--- src/verilog/streamer_pkg.sv ---
package streamer_pkg;

  // datapath widths
  localparam int unsigned addr_w    = 32;             // byte address
  localparam int unsigned stream_dw = 32;             // incoming stream word
  localparam int unsigned stream_sw = stream_dw / 8;  // stream strobes
  localparam int unsigned mem_dw    = stream_dw + 32; // extra word for misaligned shift
  localparam int unsigned mem_bw    = mem_dw / 8;     // byte enables
  localparam int unsigned cnt_w     = 16;             // length and store counters

  // queue sizing
  localparam int unsigned job_fifo_depth  = 2;
  localparam int unsigned addr_fifo_depth = 2;

  // requesters sharing the memory port
  localparam int unsigned n_ports    = 2;
  localparam int unsigned port_sel_w = (n_ports > 1) ? $clog2(n_ports) : 1;

  // one store job, two-level stride pattern
  typedef struct packed {
    logic [addr_w-1:0] base;      // first byte address
    logic [cnt_w-1:0]  d0_len;    // stores per row
    logic [cnt_w-1:0]  d0_stride; // byte step inside a row
    logic [cnt_w-1:0]  d1_len;    // number of rows
    logic [cnt_w-1:0]  d1_stride; // byte step between rows
  } job_t;

  // streamer control FSM
  typedef enum logic [1:0] {
    st_idle,
    st_presample, // generator loads head job
    st_working,   // addresses being produced
    st_draining   // waiting for the last grants
  } streamer_state_t;

endpackage
--- src/verilog/sink_streamer.sv ---
module sink_streamer (
  input  logic                               clk_i,
  input  logic                               rst_ni,
  input  logic                               clear_i,
  input  logic                               enable_i,
  // job queue input
  input  logic                               job_valid_i,
  input  streamer_pkg::job_t                 job_i,
  output logic                               job_ready_o,
  // data stream input
  input  logic                               stream_valid_i,
  input  logic [streamer_pkg::stream_dw-1:0] stream_data_i,
  input  logic [streamer_pkg::stream_sw-1:0] stream_strb_i,
  output logic                               stream_ready_o,
  // store request
  output logic                               req_o,
  output logic [streamer_pkg::addr_w-1:0]    addr_o,
  output logic [streamer_pkg::mem_dw-1:0]    data_o,
  output logic [streamer_pkg::mem_bw-1:0]    be_o,
  input  logic                               gnt_i,
  output logic                               done_o
);

  import streamer_pkg::*;

  streamer_state_t   cs, ns;
  job_t              job_head;                     // next job to run
  logic              job_pop_valid, job_pop_ready, job_empty;
  logic              gen_en, presample, gen_done;
  logic              addr_push_valid, addr_push_ready;
  logic [addr_w-1:0] addr_push_data, addr_pop_data;
  logic              addr_pop_valid, addr_pop_ready;
  logic [1:0]        byte_off;                     // misalignment in bytes
  logic [cnt_w-1:0]  store_cnt_q, tot_len_q;
  logic              store_fire, store_cnt_clr;

  stream_fifo #(
    .depth     ( job_fifo_depth ),
    .payload_t ( job_t          )
  ) i_job_fifo (
    .clk_i        ( clk_i         ),
    .rst_ni       ( rst_ni        ),
    .clear_i      ( clear_i       ),
    .push_valid_i ( job_valid_i   ),
    .push_data_i  ( job_i         ),
    .push_ready_o ( job_ready_o   ), // low while full
    .pop_valid_o  ( job_pop_valid ),
    .pop_data_o   ( job_head      ),
    .pop_ready_i  ( job_pop_ready ),
    .empty_o      ( job_empty     )
  );

  addr_gen i_addr_gen (
    .clk_i        ( clk_i           ),
    .rst_ni       ( rst_ni          ),
    .clear_i      ( clear_i         ),
    .enable_i     ( gen_en          ),
    .presample_i  ( presample       ),
    .job_i        ( job_head        ),
    .addr_valid_o ( addr_push_valid ),
    .addr_ready_i ( addr_push_ready ),
    .addr_o       ( addr_push_data  ),
    .done_o       ( gen_done        )
  );

  // decouples address generation from the data stream
  stream_fifo #(
    .depth     ( addr_fifo_depth      ),
    .payload_t ( logic [addr_w-1:0]   )
  ) i_addr_fifo (
    .clk_i        ( clk_i           ),
    .rst_ni       ( rst_ni          ),
    .clear_i      ( clear_i         ),
    .push_valid_i ( addr_push_valid ),
    .push_data_i  ( addr_push_data  ),
    .push_ready_o ( addr_push_ready ),
    .pop_valid_o  ( addr_pop_valid  ),
    .pop_data_o   ( addr_pop_data   ),
    .pop_ready_i  ( addr_pop_ready  ),
    .empty_o      (                 )
  );

  // shift beat into place, upper word catches the spill
  assign byte_off = addr_pop_data[1:0];
  assign data_o   = mem_dw'(stream_data_i) << {byte_off, 3'b000};
  assign be_o     = mem_bw'(stream_strb_i) << byte_off;
  assign addr_o   = {addr_pop_data[addr_w-1:2], 2'b00}; // word aligned

  assign req_o          = (cs != st_idle) & stream_valid_i & addr_pop_valid;
  assign store_fire     = req_o & gnt_i;
  assign stream_ready_o = ~stream_valid_i | store_fire;
  assign addr_pop_ready = stream_valid_i & stream_ready_o; // one address per beat

  // stores expected for the running job
  always_ff @(posedge clk_i) begin
    if (enable_i && presample) tot_len_q <= job_head.d0_len * job_head.d1_len;
  end

  always_ff @(posedge clk_i or negedge rst_ni) begin
    if (!rst_ni) store_cnt_q <= '0;
    else if (clear_i || store_cnt_clr) store_cnt_q <= '0;
    else if (store_fire) store_cnt_q <= store_cnt_q + 1'b1; // granted stores
  end

  always_ff @(posedge clk_i or negedge rst_ni) begin
    if (!rst_ni) cs <= st_idle;
    else if (clear_i) cs <= st_idle;
    else if (enable_i) cs <= ns;
  end

  always_comb begin
    ns            = cs;
    gen_en        = 1'b0;
    presample     = 1'b0;
    job_pop_ready = 1'b0;
    store_cnt_clr = 1'b0;
    done_o        = 1'b0;
    case (cs)
      st_idle: begin
        if (job_valid_i || !job_empty) ns = st_presample; // job arriving or queued
      end
      st_presample: begin
        gen_en    = 1'b1;
        presample = 1'b1;
        ns        = st_working;
      end
      st_working: begin
        gen_en = 1'b1;
        if (gen_done) begin
          job_pop_ready = 1'b1; // head job fully addressed
          ns            = st_draining;
        end
      end
      st_draining: begin
        if (enable_i && store_cnt_q == tot_len_q) begin
          done_o        = 1'b1;
          store_cnt_clr = 1'b1;
          ns            = job_pop_valid ? st_presample : st_idle;
        end
      end
      default: ns = st_idle;
    endcase
  end

endmodule

--- src/verilog/addr_gen.sv ---
module addr_gen (
  input  logic                            clk_i,
  input  logic                            rst_ni,
  input  logic                            clear_i,
  input  logic                            enable_i,
  input  logic                            presample_i,
  input  streamer_pkg::job_t              job_i,
  output logic                            addr_valid_o,
  input  logic                            addr_ready_i,
  output logic [streamer_pkg::addr_w-1:0] addr_o,
  output logic                            done_o
);

  import streamer_pkg::*;

  job_t              job_q;              // active job
  logic              busy_q;             // addresses left to emit
  logic [cnt_w-1:0]  d0_cnt_q, d1_cnt_q; // inner and outer position
  logic [addr_w-1:0] d0_off_q, d1_off_q; // byte offsets
  logic              push;
  logic              row_end, last;

  // emit while busy, one address per accepted cycle
  assign addr_valid_o = enable_i & busy_q;
  assign addr_o       = job_q.base + d1_off_q + d0_off_q;
  assign push         = addr_valid_o & addr_ready_i;

  assign row_end = (d0_cnt_q == job_q.d0_len - 1'b1);
  assign last    = row_end & (d1_cnt_q == job_q.d1_len - 1'b1);
  assign done_o  = push & last; // same cycle as the last push

  // job snapshot taken in presample
  always_ff @(posedge clk_i) begin
    if (enable_i && presample_i) job_q <= job_i;
  end

  always_ff @(posedge clk_i or negedge rst_ni) begin
    if (!rst_ni) begin
      busy_q   <= 1'b0;
      d0_cnt_q <= '0;
      d1_cnt_q <= '0;
      d0_off_q <= '0;
      d1_off_q <= '0;
    end else if (clear_i) begin
      busy_q   <= 1'b0;
      d0_cnt_q <= '0;
      d1_cnt_q <= '0;
      d0_off_q <= '0;
      d1_off_q <= '0;
    end else if (enable_i) begin
      if (presample_i) begin // restart at base
        busy_q   <= 1'b1;
        d0_cnt_q <= '0;
        d1_cnt_q <= '0;
        d0_off_q <= '0;
        d1_off_q <= '0;
      end else if (push) begin
        if (last) busy_q <= 1'b0; // quiet until next presample
        if (row_end) begin
          // next row, outer step
          d0_cnt_q <= '0;
          d0_off_q <= '0;
          d1_cnt_q <= d1_cnt_q + 1'b1;
          d1_off_q <= d1_off_q + addr_w'(job_q.d1_stride);
        end else begin
          d0_cnt_q <= d0_cnt_q + 1'b1;
          d0_off_q <= d0_off_q + addr_w'(job_q.d0_stride); // inner step
        end
      end
    end
  end

endmodule

--- src/verilog/stream_fifo.sv ---
module stream_fifo #(
  parameter int unsigned depth     = 2,
  parameter type         payload_t = logic [31:0]
) (
  input  logic     clk_i,
  input  logic     rst_ni,
  input  logic     clear_i,
  input  logic     push_valid_i,
  input  payload_t push_data_i,
  output logic     push_ready_o,
  output logic     pop_valid_o,
  output payload_t pop_data_o,
  input  logic     pop_ready_i,
  output logic     empty_o
);

  payload_t                     mem_q [depth]; // storage, no reset
  logic [$clog2(depth)-1:0]     wr_ptr_q, rd_ptr_q;
  logic [$clog2(depth+1)-1:0]   count_q;
  logic                         full, push, pop;

  assign full         = (int'(count_q) == int'(depth));
  assign empty_o      = (count_q == '0);
  assign pop_valid_o  = ~empty_o;
  assign pop_data_o   = mem_q[rd_ptr_q];
  assign push_ready_o = ~full | pop_ready_i; // a pop frees a slot when full
  assign push         = push_valid_i & push_ready_o;
  assign pop          = pop_valid_o & pop_ready_i;

  always_ff @(posedge clk_i) begin
    if (push) mem_q[wr_ptr_q] <= push_data_i;
  end

  always_ff @(posedge clk_i or negedge rst_ni) begin
    if (!rst_ni) begin
      wr_ptr_q <= '0;
      rd_ptr_q <= '0;
      count_q  <= '0;
    end else if (clear_i) begin // flush everything
      wr_ptr_q <= '0;
      rd_ptr_q <= '0;
      count_q  <= '0;
    end else begin
      if (push) begin
        if (int'(wr_ptr_q) == int'(depth) - 1) wr_ptr_q <= '0; // wrap
        else wr_ptr_q <= wr_ptr_q + 1'b1;
      end
      if (pop) begin
        if (int'(rd_ptr_q) == int'(depth) - 1) rd_ptr_q <= '0;
        else rd_ptr_q <= rd_ptr_q + 1'b1;
      end
      case ({push, pop})
        2'b10:   count_q <= count_q + 1'b1;
        2'b01:   count_q <= count_q - 1'b1;
        default: count_q <= count_q; // both or neither
      endcase
    end
  end

endmodule

--- config.mk ---
export PLATFORM = sky130hd
export DESIGN_NAME = sink_streamer
export DESIGN_NICKNAME = d
export VERILOG_FILES = /design/src/verilog/streamer_pkg.sv /design/src/verilog/sink_streamer.sv /design/src/verilog/addr_gen.sv /design/src/verilog/stream_fifo.sv
export SDC_FILE = /design/constraint.sdc
export NUM_CORES = 1
export LEC_CHECK = 0
export BUFFER_PORTS_ARGS = -buffer_cell sky130_fd_sc_hd__clkbuf_2
export CORE_UTILIZATION = 32
export DETAILED_ROUTE_END_ITERATION = 7
export PLACE_DENSITY = 0.46
export SYNTH_ARGS = -nofsm -noshare
export SYNTH_HDL_FRONTEND = slang
export SYNTH_SLANG_ARGS = --single-unit
--- constraint.sdc ---
create_clock -name clk_i -period 8.57 [get_ports clk_i]
set_clock_uncertainty 0.1 [all_clocks]
set_input_delay 1.714 -clock clk_i [delete_from_list [all_inputs] [get_ports clk_i]]
set_output_delay 1.714 -clock clk_i [all_outputs]
set_load 0.05 [all_outputs]
Yosys cells after proc, flatten, opt, wreduce, memory -nomap -nowiden --
Memories as Yosys holds them, arrays and structs flattened. Index checks and enable logic that the tools add are counted.
Word-level totals: flip-flop bits (word level) 235, bits in writable memories 256, bits of input ports 139, output and inout bits 108, logic and storage cells 162, memories 2
Memory list:
- i_job_fifo.mem_q | words 2, width 96, rd ports 1, clocked after memory_dff 0, wr ports 1, RTL line stream_fifo.sv:17 | payload_t mem_q [depth];
- i_addr_fifo.mem_q | words 2, width 32, rd ports 1, clocked after memory_dff 0, wr ports 1, RTL line stream_fifo.sv:17
Operators by class: add/sub/neg operators 17, multiply operators 1, equality and inequality tests 15, shifts and indexed selects 2, mux-type cells 60, bitwise gates (word level) 19, reduce and logical (&&, ||, !) cells 27
Operator list (number):
- two-way mux 32 bit | 10
- two-way mux 16 bit | 12
- adder 32 x 16 -> 32 bit | 2
- adder 32 bit | 2
- left shift 32 x 5 -> 64 bit | 1
- adder 16 x 1 -> 16 bit (second input constant) | 3
- equality test 16 bit | 3
- subtractor 16 x 1 -> 16 bit (second input constant) | 2
- two-way mux 1 bit | 28
- multiplier 16 x 16 -> 16 bit | 1
- nonzero test 2 bit | 8
- nonzero test 3 bit | 5
- two-way mux 2 bit | 7
- equality test 2 bit (second input constant) | 6
- AND 1 bit | 11
- inequality test 3 bit (second input constant) | 3
- one-hot mux 2 bit (2 select lines) | 2
- one-hot mux 2 bit (4 select lines) | 1
- left shift 4 x 2 -> 8 bit | 1
- equality test 2 x 1 -> 1 bit (second input constant) | 3
- zero test 2 bit | 3
- AND reduction 3 bit | 2
- NOT 1 bit | 5
- adder 1 bit (second input constant) | 4
- other kinds (9) | 16

Longest topological paths before layout --
depth after elaboration 16, depth in mapped cells 24, depth with buffers taken out 20

Cells and area by module --
From an unflattened synthesis, not the netlist that was laid out.
Unflattened totals: cell total of the unflattened synthesis 2377, area total of the unflattened synthesis 28319.7 um2
Modules (own cells, without submodules):
- addr_gen | instances 1, cells an instance 1177, area each 12151.7 um2, seq. area each 5310.1 um2
- stream_fifo (i_job_fifo) | instances 1, cells an instance 326, area each 7158.1 um2, seq. area each 5865.6 um2
- sink_streamer | instances 1, cells an instance 747, area each 6462.4 um2, seq. area each 930.9 um2
- stream_fifo (i_addr_fifo) | instances 1, cells an instance 127, area each 2547.4 um2, seq. area each 2021.9 um2

Worst setup path after synthesis --
No wires, ideal clock.
path kind reg2reg, start register i_job_fifo.rd_ptr_q, end register tot_len_q[14] (data pin), setup time 0.266 ns, arrival time 6.118 ns, required time 8.204 ns, setup slack 2.086 ns, cell stages (with the launch flop) 21, clock period less this slack 6.484 ns, cell sequence dfrtp_1 -> clkbuf_1 -> clkbuf_1 -> mux2i_1 -> clkinv_1 -> nand2_1 -> fa_1 -> fa_1 -> fa_1 -> fa_1 -> inv_1 -> fa_1 -> inv_1 -> fa_1 -> inv_1 -> ha_1 -> nand3_1 -> nand2_1 -> a41o_1 -> o41ai_1 -> xnor2_1
RTL lines:
- from (decl) | RTL line stream_fifo.sv:18 | logic [$clog2(depth)-1:0] wr_ptr_q, rd_ptr_q;
- from (signal assigned) | RTL line stream_fifo.sv:50 | else rd_ptr_q <= rd_ptr_q + 1'b1;
- to (signal assigned) | RTL line sink_streamer.sv:96 | if (enable_i && presample) tot_len_q <= job_head.d0_len * job_head.d1_len;
- to (decl) | RTL line sink_streamer.sv:34 | logic [cnt_w-1:0] store_cnt_q, tot_len_q;

Worst setup path after layout --
start register i_addr_gen.job_q[48] in the netlist's numbering, end output job_ready_o
On the way: longest elaborated chain between the ends 7
RTL lines:
- from (decl) | RTL line addr_gen.sv:16 | job_t job_q;
- from (signal assigned) | RTL line addr_gen.sv:34 | if (enable_i && presample_i) job_q <= job_i;
- subtractor 16 x 1 -> 16 bit | RTL line addr_gen.sv:28 | assign row_end = (d0_cnt_q == job_q.d0_len - 1'b1);
- equality test 16 bit | RTL line addr_gen.sv:28
- AND 1 bit | RTL line addr_gen.sv:29 | assign last = row_end & (d1_cnt_q == job_q.d1_len - 1'b1);
- AND 1 bit | RTL line addr_gen.sv:30 | assign done_o = push & last;
- two-way mux 1 bit | RTL line sink_streamer.sv:129 | if (gen_done) begin
- two-way mux 1 bit | RTL line sink_streamer.sv:118 | case (cs)
- OR 1 bit | RTL line stream_fifo.sv:26 | assign push_ready_o = ~full | pop_ready_i;
- to (decl) | RTL line sink_streamer.sv:9 | output logic job_ready_o,
Every way passes these cells.

==> out/qor.csv <==
metric,value,unit
"Hold Violations, Final",0,
CP Max Fanout,7,
H-Tree Depth,2,
Row Count,107,
DR WL/cell,18.8,um
setup TNS,0,ns
post-synthesis cell area,27900,um2
met3 Use GR,2.55,%
Antenna Violating Nets Remaining,0,
detailed-placement wirelength estimate,52900,um
cell taking the most area after synthesis,edfxtp_1,
pin count of the biggest net entering global routing,97,
Final period util,77.7,%
critical path's most frequent cell,or4_1,
CTS buffer count,56,
Synth cell types,74,
Area Growth Syn to Fin,16.2,%
via/cell ratio,4.88,
arrival time worst endpoint,4.84,ns
Power Dens Cells,298,nW/um2
initial core utilization,32.5,%
Die H,297,um
Max Root-Sink Buffers,3,
max-cap viol count,0,
final number of setup-violating endpoints,0,
GR Util met1,21.5,%
CTS tree,built,
Final WS setup,1.91,ns
"FFs w/ async S/R, synth",25.1,%
"Design Area, Final",32400,um2
CORE AREA,85800,um2
"commonest non-fill, non-tap cell in the layout",edfxtp_1,
DRC,0,
Hold Crit Class,reg -> reg,
total gr overflow,0,
CP max stage delay,0.74,ns
number of global-route vias before repair,19048,
CP required,6.76,ns
final core utilization,37.8,%
Max VDD drop,0.225,mV
critical path type,reg -> out,
initial DRC count,1068,
RSZ-0062 raised after global routing,no,
DR pass1 iterations,5,
worst relative slew slack,31.9,%
fin. max-slew vios,0,
Yosys warning count,0,
Crit. End Element,primary output,
Global Route met2 Usage,27.4,%
grt peak-use layer,met2,
most frequent cells in the layout,"368 x edfxtp_1, 234 x clkbuf_2, 212 x nand2_1",
fmax,0.150,GHz
synthesis-stage register bit count,491,
status,"complete, no violations",
Clock Tree Root,clkbuf_16,
postcts setup bufs,0,
Die Wd,297,um
ys flop type,edfxtp_1,
"Clk Latency, worst-skew pair",0.61,ns
Area after DPL,30500,um2
WL final,71600,um
nets,2986,
die area,88400,um2
Port Buffer Count,235,
WHS,0.443,ns
share of layout cells above drive strength 1,17.9,%
Worst-path clk slew,0.06,ns
CTS resizes,0,
clk sinks,491,
Worst Tran Pin Value,0.993,ns
"top cells by area, synth","edfxtp_1 40%, dfrtp_1 11%, fa_1 8.2%, ha_1 5.4%, xnor2_1 4.4%",
# fillers,8341,
number of top-level pins,247,
P_leak,13.2,nW
cts hold-fix bufs,0,
"Max stage delay cell, worst path",or4_1,
"critical path, cell by cell",inv_1 -> ha_1 -> nor3b_1 -> nand4_1 -> xnor2_1 -> or4_4 -> or4_1 -> or4_1 -> nand2_1 -> clkbuf_2,
initial antenna violation count,2,
minimum clock period,6.66,ns
sequential share of the synthesized area,50.6,%
vias after detailed routing,18579,
Syn Area/Cell,11.8,um2
number of flops mapped to enable cells by yosys,368,
pre-CTS setup slack,1.94,ns
Mapped Cells,2362,
post-synth top area share,39.6,%
first-pass GRT wire length,112000,um
Placer Congestion,0.884,
total track usage,16.2,%
crit path launch type,flop,
stage by stage:
| stage | instances | power, mW |
|---|---|---|
| 2_1_floorplan | 2372 | 6.23 |
| 3_3_place_gp | 3698 | 7.18 |
| 3_5_place_dp | 3698 | 7.28 |
| 4_1_cts | 3802 | 9.84 |
| 5_1_grt | 3803 | 10.4 |
| 6_report | 3804 | 9.68 |
cell usage after synthesis (65+ instances only):
cell type  count
a21oi_1       86
clkbuf_1      65
dfrtp_1      123
edfxtp_1     368
fa_1         114
ha_1         121
inv_1        179
mux2_2       105
nand2_1      212
nor2_1       198
o21ai_0       68
xnor2_1      139
xor2_1        73
layer usage:
layer / vias up / routed length [um]
met5: - / 0
met4: 0 / 1310
met3: 79 / 3090
met2: 426 / 34800
met1: 9197 / 32400
li1: 8877 / -
final timing paths:
| path | startpoint | end | slack, ns | depth (start not counted) |
|---|---|---|---|---|
| min | i_addr_gen.d1_cnt_q[1]$_DFFE_PN0P_ | i_addr_gen.d1_cnt_q[1]$_DFFE_PN0P_ | 0.44 | 2 |
| max in group asynchronous | rst_ni | i_addr_gen.d0_off_q[3]$_DFFE_PN0P_ | 5.81 | 2 |
| min reg2reg | i_addr_gen.d1_cnt_q[1]$_DFFE_PN0P_ | i_addr_gen.d1_cnt_q[1]$_DFFE_PN0P_ | 0.44 | 2 |
| max reg2reg | i_job_fifo.rd_ptr_q$_DFFE_PN0P_ | tot_len_q[14]$_DFFE_PP_ | 2.00 | 18 |
| max | i_addr_gen.job_q[48]$_DFFE_PP_ | job_ready_o | 1.91 | 10 |
| min in group asynchronous | rst_ni | i_addr_gen.d0_off_q[25]$_DFFE_PN0P_ | 1.15 | 1 |
worst max-delay path, delay by kind of cell (launching register included):
kind / cells / cell delay, ns
simple gates: 6 / 3.02
flops: 1 / 0.48
buf+inv: 2 / 0.40
xor+xnor: 1 / 0.18
fa+ha+maj: 1 / 0.17
flip-flops by register name (all words and copies together) (netlist names), 2 cells and up:
signal,cells
cs,2
i_addr_fifo.count_q,2
i_addr_fifo.mem_q,64
i_addr_gen.d0_cnt_q,16
i_addr_gen.d0_off_q,32
i_addr_gen.d1_cnt_q,16
i_addr_gen.d1_off_q,32
i_addr_gen.job_q,96
i_job_fifo.count_q,2
i_job_fifo.mem_q,192
store_cnt_q,16
tot_len_q,16
cells by family after synthesis:
group,after synthesis,share of synthesized area [%]
adders and majority gates,235,13.6
AOI/OAI and AO/OA,317,7.49
xor gates and xnor gates,213,6.73
muxes,166,6.42
DFF,491,50.6
and+or+nand+nor,676,11.5
other,1,0.0134
buffers and inverters,263,3.69
cell type report:
type                       instances  area [um2]  area share [%]
multi-input combinational       1618       12900            39.7
timing repair buffer             261        1390            4.27
clock inverter                    38         457            1.41
inverter                         184         691            2.13
sequential                       491       14100            43.6
antenna                            2        5.00          0.0154
tap                             1144        1430            4.41
clock buffer                      66        1460            4.50
report_power, final:
group | total, mW | switching, mW | internal [mW] | leakage [nW]
clock network | 2.50 | 1.01 | 1.50 | 0.929
registers | 3.31 | 0.232 | 3.07 | 5.09
logic | 3.87 | 2.22 | 1.65 | 7.16
Power figures use the tool's default switching activity.
